==> config.mk <==
export PLATFORM = sky130hd
export DESIGN_NAME = hybrid_cache
export DESIGN_NICKNAME = d
export VERILOG_FILES = /design/src/cache_geometry_pkg.sv /design/src/cache_ctrl_pkg.sv /design/src/request_queue.sv /design/src/request_intake.sv /design/src/cache_lines.sv /design/src/miss_controller.sv /design/src/response_router.sv /design/src/hybrid_cache.sv
export SDC_FILE = /design/constraint.sdc
export NUM_CORES = 2
export LEC_CHECK = 0
export BUFFER_PORTS_ARGS = -buffer_cell sky130_fd_sc_hd__buf_2
export CAP_MARGIN = 20
export CORE_MARGIN = 8
export CORE_UTILIZATION = 56
export CTS_BUF_LIST = sky130_fd_sc_hd__clkbuf_8
export DETAILED_ROUTE_END_ITERATION = 6
export HOLD_SLACK_MARGIN = 0.03
export PLACE_DENSITY = 0.78
export SYNTH_ARGS = -nofsm -noshare
export SYNTH_HDL_FRONTEND = slang
export SYNTH_SLANG_ARGS = --single-unit
==> constraint.sdc <==
create_clock -name clk -period 8.47 [get_ports clk]
set_input_delay 1.694 -clock clk [delete_from_list [all_inputs] [get_ports clk]]
set_output_delay 1.694 -clock clk [all_outputs]
set_load 0.1 [all_outputs]
==> src/cache_geometry_pkg.sv <==
package cache_geometry_pkg;

	// addresses count words, not bytes
	localparam int ADDR_BITS = 32;
	localparam int DATA_BITS = 32;

	localparam int NUM_LINES = 4;
	localparam int LINE_IDX_BITS = 2;

	// one line holds an aligned region of LINE_WORDS words
	localparam int LINE_WORDS = 4;
	localparam int OFFSET_BITS = 2;

	// the tag is the region number, the word address without its offset
	localparam int TAG_BITS = ADDR_BITS - OFFSET_BITS;

	// saturating use counter per line, the lowest count is evicted first
	localparam int HIT_CNT_BITS = 4;

endpackage

==> src/cache_ctrl_pkg.sv <==
package cache_ctrl_pkg;

	// who issued the request that is in service
	localparam int SRC_BITS = 2;
	localparam logic [SRC_BITS-1:0] SRC_DCACHE_RD = 2'd0;
	localparam logic [SRC_BITS-1:0] SRC_DCACHE_WR = 2'd1;
	localparam logic [SRC_BITS-1:0] SRC_ICACHE_RD = 2'd2;

	localparam int QUEUE_PTR_BITS = 2;
	// one bit wider than a pointer so it also serves as the full level of the count
	localparam logic [QUEUE_PTR_BITS:0] QUEUE_DEPTH = 3'd4;

	// miss controller states
	localparam int STATE_BITS = 3;
	localparam logic [STATE_BITS-1:0] ST_LOOKUP = 3'd0;
	localparam logic [STATE_BITS-1:0] ST_HIT = 3'd1;
	localparam logic [STATE_BITS-1:0] ST_VICTIM = 3'd2;
	localparam logic [STATE_BITS-1:0] ST_WRITE_BACK = 3'd3;
	localparam logic [STATE_BITS-1:0] ST_FILL_REQ = 3'd4;
	localparam logic [STATE_BITS-1:0] ST_FILL_WAIT = 3'd5;

endpackage

==> src/request_queue.sv <==
`timescale 1ns/10ps

module request_queue #(
	parameter int WIDTH = cache_geometry_pkg::ADDR_BITS
) (
	input  logic             clk,
	input  logic             reset_n,
	input  logic             push,
	input  logic             pop,
	input  logic [WIDTH-1:0] entry_in,
	output logic [WIDTH-1:0] entry_out,
	output logic             not_empty,
	output logic             not_full
);

	logic [WIDTH-1:0] store [cache_ctrl_pkg::QUEUE_DEPTH];
	logic [cache_ctrl_pkg::QUEUE_PTR_BITS-1:0] wr_ptr;
	logic [cache_ctrl_pkg::QUEUE_PTR_BITS-1:0] rd_ptr;
	logic [cache_ctrl_pkg::QUEUE_PTR_BITS:0] count;

	assign entry_out = store[rd_ptr];
	assign not_empty = (count != '0);
	assign not_full = (count != cache_ctrl_pkg::QUEUE_DEPTH);

	// pointers wrap by themselves since the depth is a power of two
	always_ff @(posedge clk or negedge reset_n) begin
		if (!reset_n) begin
			wr_ptr <= '0;
			rd_ptr <= '0;
			count <= '0;
		end else begin
			if (push)
				wr_ptr <= wr_ptr + 1'b1;
			if (pop)
				rd_ptr <= rd_ptr + 1'b1;
			case ({push, pop})
				2'b10: count <= count + 1'b1;
				2'b01: count <= count - 1'b1;
				default: count <= count;
			endcase
		end
	end

	always_ff @(posedge clk) begin
		if (push)
			store[wr_ptr] <= entry_in;
	end

	assert property (@(posedge clk) disable iff (!reset_n) push |-> not_full);
	assert property (@(posedge clk) disable iff (!reset_n) pop |-> not_empty);

endmodule

==> src/request_intake.sv <==
`timescale 1ns/10ps

module request_intake (
	input  logic                                     clk,
	input  logic                                     reset_n,
	input  logic [cache_geometry_pkg::ADDR_BITS-1:0] dcache_rdaddr,
	input  logic                                     dcache_rdreq,
	output logic                                     dcache_rd_ready,
	input  logic [cache_geometry_pkg::ADDR_BITS-1:0] dcache_wraddr,
	input  logic [cache_geometry_pkg::DATA_BITS-1:0] dcache_in,
	input  logic                                     dcache_wrreq,
	output logic                                     dcache_wr_ready,
	input  logic [cache_geometry_pkg::ADDR_BITS-1:0] icache_rdaddr,
	input  logic                                     icache_rdreq,
	output logic                                     icache_rd_ready,
	input  logic                                     req_done,
	output logic                                     req_valid,
	output logic [cache_geometry_pkg::ADDR_BITS-1:0] req_addr,
	output logic [cache_geometry_pkg::DATA_BITS-1:0] req_data,
	output logic [cache_ctrl_pkg::SRC_BITS-1:0]      req_source
);

	logic [cache_geometry_pkg::ADDR_BITS-1:0] drd_addr;
	logic [cache_geometry_pkg::ADDR_BITS-1:0] ird_addr;
	logic [cache_geometry_pkg::ADDR_BITS+cache_geometry_pkg::DATA_BITS-1:0] wr_entry;
	logic drd_ne;
	logic dwr_ne;
	logic ird_ne;
	logic locked;
	logic [cache_ctrl_pkg::SRC_BITS-1:0] locked_src;
	logic [cache_ctrl_pkg::SRC_BITS-1:0] pick_src;

	request_queue #(.WIDTH(cache_geometry_pkg::ADDR_BITS)) dcache_rd_q (
		.clk(clk), .reset_n(reset_n),
		.push(dcache_rdreq & dcache_rd_ready),
		.pop(req_done && req_source == cache_ctrl_pkg::SRC_DCACHE_RD),
		.entry_in(dcache_rdaddr), .entry_out(drd_addr),
		.not_empty(drd_ne), .not_full(dcache_rd_ready)
	);

	request_queue #(
		.WIDTH(cache_geometry_pkg::ADDR_BITS + cache_geometry_pkg::DATA_BITS)
	) dcache_wr_q (
		.clk(clk), .reset_n(reset_n),
		.push(dcache_wrreq & dcache_wr_ready),
		.pop(req_done && req_source == cache_ctrl_pkg::SRC_DCACHE_WR),
		.entry_in({dcache_wraddr, dcache_in}), .entry_out(wr_entry),
		.not_empty(dwr_ne), .not_full(dcache_wr_ready)
	);

	request_queue #(.WIDTH(cache_geometry_pkg::ADDR_BITS)) icache_rd_q (
		.clk(clk), .reset_n(reset_n),
		.push(icache_rdreq & icache_rd_ready),
		.pop(req_done && req_source == cache_ctrl_pkg::SRC_ICACHE_RD),
		.entry_in(icache_rdaddr), .entry_out(ird_addr),
		.not_empty(ird_ne), .not_full(icache_rd_ready)
	);

	// data read first, then data write, then instruction read
	always_comb begin
		if (drd_ne)
			pick_src = cache_ctrl_pkg::SRC_DCACHE_RD;
		else if (dwr_ne)
			pick_src = cache_ctrl_pkg::SRC_DCACHE_WR;
		else
			pick_src = cache_ctrl_pkg::SRC_ICACHE_RD;
	end

	// once the controller has seen a request the choice stays until it is done
	always_ff @(posedge clk or negedge reset_n) begin
		if (!reset_n) begin
			locked <= 1'b0;
			locked_src <= cache_ctrl_pkg::SRC_DCACHE_RD;
		end else if (req_done) begin
			locked <= 1'b0;
		end else if (req_valid && !locked) begin
			locked <= 1'b1;
			locked_src <= pick_src;
		end
	end

	assign req_valid = locked | drd_ne | dwr_ne | ird_ne;
	assign req_source = locked ? locked_src : pick_src;
	assign req_data = wr_entry[cache_geometry_pkg::DATA_BITS-1:0];

	always_comb begin
		case (req_source)
			cache_ctrl_pkg::SRC_DCACHE_RD: req_addr = drd_addr;
			cache_ctrl_pkg::SRC_DCACHE_WR:
				req_addr = wr_entry[cache_geometry_pkg::ADDR_BITS+cache_geometry_pkg::DATA_BITS-1:
					cache_geometry_pkg::DATA_BITS];
			default: req_addr = ird_addr;
		endcase
	end

endmodule

==> src/cache_lines.sv <==
`timescale 1ns/10ps

module cache_lines (
	input  logic                                       clk,
	input  logic                                       reset_n,
	input  logic [cache_geometry_pkg::ADDR_BITS-1:0]   lookup_addr,
	input  logic                                       access_en,
	input  logic                                       write_en,
	input  logic [cache_geometry_pkg::DATA_BITS-1:0]   write_data,
	input  logic                                       claim_victim,
	input  logic [cache_geometry_pkg::OFFSET_BITS-1:0] word_sel,
	input  logic                                       fill_en,
	input  logic [cache_geometry_pkg::DATA_BITS-1:0]   fill_data,
	output logic                                       hit,
	output logic [cache_geometry_pkg::DATA_BITS-1:0]   read_data,
	output logic                                       victim_dirty,
	output logic [cache_geometry_pkg::TAG_BITS-1:0]    victim_tag,
	output logic [cache_geometry_pkg::DATA_BITS-1:0]   flush_data
);

	logic [cache_geometry_pkg::TAG_BITS-1:0] tags [cache_geometry_pkg::NUM_LINES];
	logic [cache_geometry_pkg::DATA_BITS-1:0]
		data [cache_geometry_pkg::NUM_LINES][cache_geometry_pkg::LINE_WORDS];
	logic [cache_geometry_pkg::HIT_CNT_BITS-1:0] hit_cnt [cache_geometry_pkg::NUM_LINES];
	logic [cache_geometry_pkg::NUM_LINES-1:0] valid;
	logic [cache_geometry_pkg::NUM_LINES-1:0] dirty;
	logic [cache_geometry_pkg::NUM_LINES-1:0] hit_vec;
	logic [cache_geometry_pkg::LINE_IDX_BITS-1:0] hit_idx;
	logic [cache_geometry_pkg::LINE_IDX_BITS-1:0] best_idx;
	logic [cache_geometry_pkg::LINE_IDX_BITS-1:0] victim_idx;
	logic [cache_geometry_pkg::TAG_BITS-1:0] lookup_tag;
	logic [cache_geometry_pkg::OFFSET_BITS-1:0] lookup_off;
	logic fill_last;

	assign lookup_tag = lookup_addr[cache_geometry_pkg::ADDR_BITS-1:cache_geometry_pkg::OFFSET_BITS];
	assign lookup_off = lookup_addr[cache_geometry_pkg::OFFSET_BITS-1:0];
	assign fill_last = fill_en && (&word_sel);

	always_comb begin
		hit_idx = '0;
		for (int i = 0; i < cache_geometry_pkg::NUM_LINES; i++) begin
			hit_vec[i] = valid[i] && (tags[i] == lookup_tag);
			if (hit_vec[i])
				hit_idx = i[cache_geometry_pkg::LINE_IDX_BITS-1:0];
		end
	end

	// strict compare keeps the lowest index on a tie
	always_comb begin
		best_idx = '0;
		for (int i = 1; i < cache_geometry_pkg::NUM_LINES; i++) begin
			if (hit_cnt[i] < hit_cnt[best_idx])
				best_idx = i[cache_geometry_pkg::LINE_IDX_BITS-1:0];
		end
	end

	assign hit = |hit_vec;
	assign read_data = data[hit_idx][lookup_off];
	assign victim_dirty = dirty[victim_idx];
	assign victim_tag = tags[victim_idx];
	assign flush_data = data[victim_idx][word_sel];

	always_ff @(posedge clk or negedge reset_n) begin
		if (!reset_n) begin
			valid <= '0;
			dirty <= '0;
			victim_idx <= '0;
			for (int i = 0; i < cache_geometry_pkg::NUM_LINES; i++)
				hit_cnt[i] <= '0;
		end else begin
			if (access_en && hit) begin
				if (hit_cnt[hit_idx] != '1)
					hit_cnt[hit_idx] <= hit_cnt[hit_idx] + 1'b1;
				if (write_en)
					dirty[hit_idx] <= 1'b1;
			end
			if (claim_victim)
				victim_idx <= best_idx;
			// the victim stays invalid while its words are being replaced
			if (fill_en) begin
				valid[victim_idx] <= fill_last;
				dirty[victim_idx] <= 1'b0;
				hit_cnt[victim_idx] <= '0;
			end
		end
	end

	always_ff @(posedge clk) begin
		if (access_en && write_en && hit)
			data[hit_idx][lookup_off] <= write_data;
		if (fill_en)
			data[victim_idx][word_sel] <= fill_data;
		if (fill_last)
			tags[victim_idx] <= lookup_tag;
	end

	assert property (@(posedge clk) disable iff (!reset_n) $onehot0(hit_vec));

endmodule

==> src/miss_controller.sv <==
`timescale 1ns/10ps

module miss_controller (
	input  logic                                       clk,
	input  logic                                       reset_n,
	input  logic                                       req_valid,
	input  logic [cache_geometry_pkg::ADDR_BITS-1:0]   req_addr,
	input  logic [cache_ctrl_pkg::SRC_BITS-1:0]        req_source,
	input  logic                                       hit,
	input  logic                                       victim_dirty,
	input  logic [cache_geometry_pkg::TAG_BITS-1:0]    victim_tag,
	input  logic [cache_geometry_pkg::DATA_BITS-1:0]   flush_data,
	input  logic                                       mem_out_valid,
	output logic                                       req_done,
	output logic                                       resp_valid,
	output logic                                       access_en,
	output logic                                       write_en,
	output logic                                       claim_victim,
	output logic [cache_geometry_pkg::OFFSET_BITS-1:0] word_sel,
	output logic                                       fill_en,
	output logic [cache_geometry_pkg::ADDR_BITS-1:0]   mem_addr,
	output logic [cache_geometry_pkg::DATA_BITS-1:0]   mem_in,
	output logic                                       mem_wrreq,
	output logic                                       mem_rdreq
);

	logic [cache_ctrl_pkg::STATE_BITS-1:0] state;
	logic [cache_geometry_pkg::OFFSET_BITS-1:0] word_cnt;
	logic is_write;

	assign is_write = (req_source == cache_ctrl_pkg::SRC_DCACHE_WR);

	// a hit is served in the cycle after lookup, while the queue head is still in place
	assign access_en = (state == cache_ctrl_pkg::ST_HIT);
	assign write_en = access_en && is_write;
	assign resp_valid = access_en && !is_write;
	assign req_done = access_en;

	assign claim_victim = (state == cache_ctrl_pkg::ST_LOOKUP) && req_valid && !hit;
	assign fill_en = (state == cache_ctrl_pkg::ST_FILL_WAIT) && mem_out_valid;
	assign mem_wrreq = (state == cache_ctrl_pkg::ST_WRITE_BACK);
	assign mem_rdreq = (state == cache_ctrl_pkg::ST_FILL_REQ);
	assign word_sel = word_cnt;
	assign mem_in = flush_data;

	always_comb begin
		if (state == cache_ctrl_pkg::ST_WRITE_BACK)
			mem_addr = {victim_tag, word_cnt};
		else
			mem_addr = {req_addr[cache_geometry_pkg::ADDR_BITS-1:cache_geometry_pkg::OFFSET_BITS],
				word_cnt};
	end

	always_ff @(posedge clk or negedge reset_n) begin
		if (!reset_n) begin
			state <= cache_ctrl_pkg::ST_LOOKUP;
			word_cnt <= '0;
		end else begin
			case (state)
				cache_ctrl_pkg::ST_LOOKUP: begin
					if (req_valid && hit)
						state <= cache_ctrl_pkg::ST_HIT;
					else if (req_valid)
						state <= cache_ctrl_pkg::ST_VICTIM;
				end
				cache_ctrl_pkg::ST_HIT:
					state <= cache_ctrl_pkg::ST_LOOKUP;
				// the victim was latched at the end of lookup
				cache_ctrl_pkg::ST_VICTIM: begin
					word_cnt <= '0;
					if (victim_dirty)
						state <= cache_ctrl_pkg::ST_WRITE_BACK;
					else
						state <= cache_ctrl_pkg::ST_FILL_REQ;
				end
				cache_ctrl_pkg::ST_WRITE_BACK: begin
					word_cnt <= word_cnt + 1'b1;
					if (&word_cnt)
						state <= cache_ctrl_pkg::ST_FILL_REQ;
				end
				cache_ctrl_pkg::ST_FILL_REQ:
					state <= cache_ctrl_pkg::ST_FILL_WAIT;
				cache_ctrl_pkg::ST_FILL_WAIT: begin
					if (mem_out_valid) begin
						word_cnt <= word_cnt + 1'b1;
						// after the last word the request is looked up again and hits
						if (&word_cnt)
							state <= cache_ctrl_pkg::ST_LOOKUP;
						else
							state <= cache_ctrl_pkg::ST_FILL_REQ;
					end
				end
				default: state <= cache_ctrl_pkg::ST_LOOKUP;
			endcase
		end
	end

	// memory data may only come back for the one read that is outstanding
	assert property (@(posedge clk) disable iff (!reset_n)
		mem_out_valid |-> (state == cache_ctrl_pkg::ST_FILL_WAIT));

endmodule

==> src/response_router.sv <==
`timescale 1ns/10ps

module response_router (
	input  logic                                     clk,
	input  logic                                     reset_n,
	input  logic                                     resp_valid,
	input  logic [cache_ctrl_pkg::SRC_BITS-1:0]      req_source,
	input  logic [cache_geometry_pkg::DATA_BITS-1:0] read_data,
	output logic [cache_geometry_pkg::DATA_BITS-1:0] dcache_out,
	output logic                                     dcache_out_valid,
	output logic [cache_geometry_pkg::DATA_BITS-1:0] icache_out,
	output logic                                     icache_out_valid
);

	logic to_icache;

	assign to_icache = (req_source == cache_ctrl_pkg::SRC_ICACHE_RD);

	always_ff @(posedge clk or negedge reset_n) begin
		if (!reset_n) begin
			dcache_out_valid <= 1'b0;
			icache_out_valid <= 1'b0;
		end else begin
			dcache_out_valid <= resp_valid && !to_icache;
			icache_out_valid <= resp_valid && to_icache;
		end
	end

	// the data words only change when a response is routed to them
	always_ff @(posedge clk) begin
		if (resp_valid && to_icache)
			icache_out <= read_data;
		if (resp_valid && !to_icache)
			dcache_out <= read_data;
	end

endmodule

==> src/hybrid_cache.sv <==
`timescale 1ns/10ps

module hybrid_cache (
	input  logic                                     clk,
	input  logic                                     reset_n,
	input  logic [cache_geometry_pkg::ADDR_BITS-1:0] dcache_rdaddr,
	input  logic                                     dcache_rdreq,
	output logic                                     dcache_rd_ready,
	output logic [cache_geometry_pkg::DATA_BITS-1:0] dcache_out,
	output logic                                     dcache_out_valid,
	input  logic [cache_geometry_pkg::ADDR_BITS-1:0] dcache_wraddr,
	input  logic [cache_geometry_pkg::DATA_BITS-1:0] dcache_in,
	input  logic                                     dcache_wrreq,
	output logic                                     dcache_wr_ready,
	input  logic [cache_geometry_pkg::ADDR_BITS-1:0] icache_rdaddr,
	input  logic                                     icache_rdreq,
	output logic                                     icache_rd_ready,
	output logic [cache_geometry_pkg::DATA_BITS-1:0] icache_out,
	output logic                                     icache_out_valid,
	output logic [cache_geometry_pkg::ADDR_BITS-1:0] mem_addr,
	output logic [cache_geometry_pkg::DATA_BITS-1:0] mem_in,
	input  logic [cache_geometry_pkg::DATA_BITS-1:0] mem_out,
	input  logic                                     mem_out_valid,
	output logic                                     mem_wrreq,
	output logic                                     mem_rdreq
);

	logic req_valid;
	logic req_done;
	logic [cache_geometry_pkg::ADDR_BITS-1:0] req_addr;
	logic [cache_geometry_pkg::DATA_BITS-1:0] req_data;
	logic [cache_ctrl_pkg::SRC_BITS-1:0] req_source;
	logic resp_valid;
	logic access_en;
	logic write_en;
	logic claim_victim;
	logic fill_en;
	logic [cache_geometry_pkg::OFFSET_BITS-1:0] word_sel;
	logic hit;
	logic victim_dirty;
	logic [cache_geometry_pkg::TAG_BITS-1:0] victim_tag;
	logic [cache_geometry_pkg::DATA_BITS-1:0] flush_data;
	logic [cache_geometry_pkg::DATA_BITS-1:0] read_data;

	request_intake intake_i (
		.clk(clk), .reset_n(reset_n),
		.dcache_rdaddr(dcache_rdaddr), .dcache_rdreq(dcache_rdreq),
		.dcache_rd_ready(dcache_rd_ready),
		.dcache_wraddr(dcache_wraddr), .dcache_in(dcache_in), .dcache_wrreq(dcache_wrreq),
		.dcache_wr_ready(dcache_wr_ready),
		.icache_rdaddr(icache_rdaddr), .icache_rdreq(icache_rdreq),
		.icache_rd_ready(icache_rd_ready),
		.req_done(req_done), .req_valid(req_valid), .req_addr(req_addr),
		.req_data(req_data), .req_source(req_source)
	);

	cache_lines lines_i (
		.clk(clk), .reset_n(reset_n),
		.lookup_addr(req_addr), .access_en(access_en), .write_en(write_en),
		.write_data(req_data), .claim_victim(claim_victim), .word_sel(word_sel),
		.fill_en(fill_en), .fill_data(mem_out),
		.hit(hit), .read_data(read_data), .victim_dirty(victim_dirty),
		.victim_tag(victim_tag), .flush_data(flush_data)
	);

	miss_controller ctrl_i (
		.clk(clk), .reset_n(reset_n),
		.req_valid(req_valid), .req_addr(req_addr), .req_source(req_source),
		.hit(hit), .victim_dirty(victim_dirty), .victim_tag(victim_tag),
		.flush_data(flush_data), .mem_out_valid(mem_out_valid),
		.req_done(req_done), .resp_valid(resp_valid), .access_en(access_en),
		.write_en(write_en), .claim_victim(claim_victim), .word_sel(word_sel),
		.fill_en(fill_en), .mem_addr(mem_addr), .mem_in(mem_in),
		.mem_wrreq(mem_wrreq), .mem_rdreq(mem_rdreq)
	);

	response_router router_i (
		.clk(clk), .reset_n(reset_n),
		.resp_valid(resp_valid), .req_source(req_source), .read_data(read_data),
		.dcache_out(dcache_out), .dcache_out_valid(dcache_out_valid),
		.icache_out(icache_out), .icache_out_valid(icache_out_valid)
	);

endmodule

==> reports/results.ini <==
[placed_design]
place_congestion=0.9292
port-buffer-count=300
place_inst=4877
place.detailed.hpwl_um=94730

[critical_path]
cp_data_required_time_ns=9.04
start_kind=flop
worstSetupPathType=flop to flop
crit_path_end_kind=flop
r2r-start=intake_i.dcache_rd_q.count[1]
r2r_slack_ns=1.96
worstPathArrival_ns=7.08
crit_fanout=54
reg2reg_depth=14
timing.rr.end=router_i.dcache_out[18]

[routing]
first_pass_iters=7
vias_per_cell=6.421
wirelength_um=149800
routed-via-count=33737
drcViolationCount=19
wl_per_cell_um=28.51
drtIter0Drc=4384
ant_nets=0

[run_status]
status=complete, but fails checks
violations=design-rule violations

[hold_path]
hold_start=intake_i.icache_rd_q.count[2]
hold_depth=1
min_path_type=flop to flop
hold_path_end=intake_i.icache_rd_q.count[2]

[logic_synthesis]
seq_area_frac_synth_pct=67.49
synth_area_um2=55860
ys_top_cells_by_area=edfxtp_1 65%, mux4_2 13%, nand2_1 3.3%
synth-seq-cells=1265
syn_avg_cell_area_um2=16.38
ys.flop_type=edfxtp_1
ys_types=76
yosys.area.top_type=edfxtp_1
ys_warn_count=0
ys_async_sr_fraction_pct=4.506
yosysMostFrequentCell=edfxtp_1
synthTopCellsByCount=1208 x edfxtp_1, 487 x nand2_1, 319 x mux4_2
synth_edf_count=1208
synthCells=3411
synthesis.nets=3610
synth_top_area_share_pct=64.94

[global_routing]
grt_max_degree=138
antenna_found_initial=33
grt_pass1_vias=34119
grt_pass1_wl_um=218900
grt-ovfl-total=0
grt.total_usage_pct=26.50

[power_and_ir_drop]
leakagePower_uw=0.02251
power_density_nw_per_um2=391.3
vdd_drop_max_v=0.0006303
power_uw=24480

[clock_tree]
cts_tree=yes
cts_buffers=194
clock-root-buffer=clkbuf_8
cts.hold.buffers_added=0
cts_htree_levels=4
cts_setup_buffers=0
worstSkewPairLatency_ns=0.90
cts.path.max_buffers=3
cts.clk_slew.worst_paths_ns=0.06
cts_resized=0
cts.sinks=1265

[sta]
worstMarginPinSlew_ns=1.144
slew_violations=0
finalSetupViolCount=0
period_share_pct=76.81
fmax_mhz=153.7
final-hold-violation-count=0
period_needed_ns=6.506
rsz0062_at_grt=false
relSlewSlack_pct=23.53
clock_skew_ns=0.06408
final.setup.tns_ns=0

[floorplanning]
initial_core_util_pct=56.19
die_h_um=331.8
coreArea_um2=99420
die_x_um=331.8
row_count=116
dieArea_um2=110100
io_pins=301

[layout]
nets=3976
stdcell_count=5254
drive_gt1_share_pct=26.38
synthToLayoutAreaGrowth_pct=12.01

[flow_run]
cap_violations=0

[cells by family (layout without fill, tap and decap cells)]
group           count (synthesis)  after routing  share of synthesized area (%)
compound gates                413            413                          5.051
other cells                     0             18                              0
xor+xnor                      146            146                          2.303
fa+ha+maj                      33             33                         0.7795
simple gates                  750            750                          6.061
flops                        1265           1265                          67.49
buf+inv                       342            869                          2.822
mux                           462            462                          15.49
[layout by cell type, fill, tap and decap left out, types with 5 or more instances in the layout]
| cell type | instances |
|---|---|
| a21oi_1 | 163 |
| a22oi_1 | 5 |
| bufinv_16 | 7 |
| buf_4 | 83 |
| and3_4 | 5 |
| nand4_1 | 35 |
| dfrtp_1 | 50 |
| mux2i_1 | 135 |
| a222oi_1 | 26 |
| xnor2_1 | 123 |
| nor2_4 | 18 |
| clkinv_2 | 22 |
| xor2_1 | 22 |
| nor2_1 | 45 |
| mux4_2 | 319 |
| nor2b_1 | 5 |
| o2111ai_1 | 7 |
| clkbuf_8 | 201 |
| nor3_1 | 17 |
| and3_1 | 13 |
| buf_2 | 301 |
| ha_1 | 30 |
| a31oi_1 | 10 |
| nand2b_1 | 8 |
| o211ai_2 | 22 |
| nor4_1 | 13 |
| or4_1 | 33 |
| o211ai_1 | 108 |
| clkinv_1 | 47 |
| inv_1 | 186 |
| o21ai_0 | 33 |
| diode_2 | 18 |
| nand2_1 | 486 |
| or3_1 | 6 |
| nand3_1 | 23 |
| edfxtp_1 | 1208 |
| and2_1 | 13 |
[critical path: stages (launching register included)]
cell and delay, ns:
dfrtp_1 0.43, nor3_1 0.58, o22ai_4 0.40, a222oi_1 1.04
clkbuf_2 0.32, xnor2_1 0.18, nand4_1 0.15, nor4_2 0.38
nand3_4 0.63, buf_4 0.73, mux2i_1 0.31, nand2_1 0.08
o211ai_1 0.13, a21oi_1 0.11, or4_1 0.59
[layout make-up]
type                            instances  area, um2
Sequential cell                      1265      37720
Inverter                              123      461.7
Multi-Input combinational cell       1804      16800
Timing Repair Buffer                  389       2222
Clock inverter                        156      934.6
Antenna cell                           18      45.04
Fill cell                            6895      36850
Tap cell                             1298       1624
Clock buffer                          201       2766
[report_power, final]
group          internal (uW)  total, uW  switching (uW)
clock network           2440       4820            2380
registers               8440       8850             403
logic                   2970      10800            7840
[registers in the layout (all words and copies together), names as in the netlist, 3 cells and up]
signal / cells
router_i.dcache_out: 32
intake_i.dcache_rd_q.count: 3
intake_i.dcache_rd_q.store: 128
intake_i.dcache_wr_q.store: 256
lines_i.hit_cnt: 16
intake_i.icache_rd_q.store: 128
lines_i.valid: 4
intake_i.dcache_wr_q.count: 3
lines_i.dirty: 4
lines_i.tags: 120
ctrl_i.state: 3
router_i.icache_out: 32
lines_i.data: 512
intake_i.icache_rd_q.count: 3
[metrics by stage]
stage / worst slack, ns / cell area, um2 / utilization (%) / hold slack (ns)
6_report: 1.964 / 62570 / 62.93 / 0.5050
5_1_grt: 1.702 / 62550 / 62.92 / 0.5143
4_1_cts: 1.681 / 62520 / 62.88 / 0.5060
3_5_place_dp: 1.734 / 58810 / 59.16 / 0.4913
3_3_place_gp: 1.989 / 58790 / 59.13 / 0.4795
2_1_floorplan: 3.360 / 55860 / - / 0.4561
[metal layers]
metal	global-route usage [%]	wire length (um)	up-vias	share of wire, %
li1	-	-	14164	-
met1	34.34	54470	16929	36
met2	41.65	70520	2218	47
met3	7.236	17250	410	12
met4	12.95	7449	16	5.0
met5	0	109	-	0.073
[worst max path at each step]
stage / slack, ns / to / cells past startpoint / start
final: 1.96 / router_i.dcache_out[18] / 14 / intake_i.dcache_rd_q.count[1]
after global routing: 1.70 / lines_i.data[2][23] / 13 / intake_i.dcache_rd_q.count[1]
after CTS: 1.68 / lines_i.data[2][28] / 12 / intake_i.dcache_rd_q.count[0]
after detailed placement: 1.73 / lines_i.data[2][22] / 12 / intake_i.dcache_rd_q.count[0]
after global placement: 1.99 / lines_i.data[2][24] / 12 / intake_i.dcache_rd_q.count[1]
after floorplan: 3.36 / mem_addr[25] / 7 / lines_i.victim_idx[1]
No activity file was read; power rests on OpenSTA's default activity.
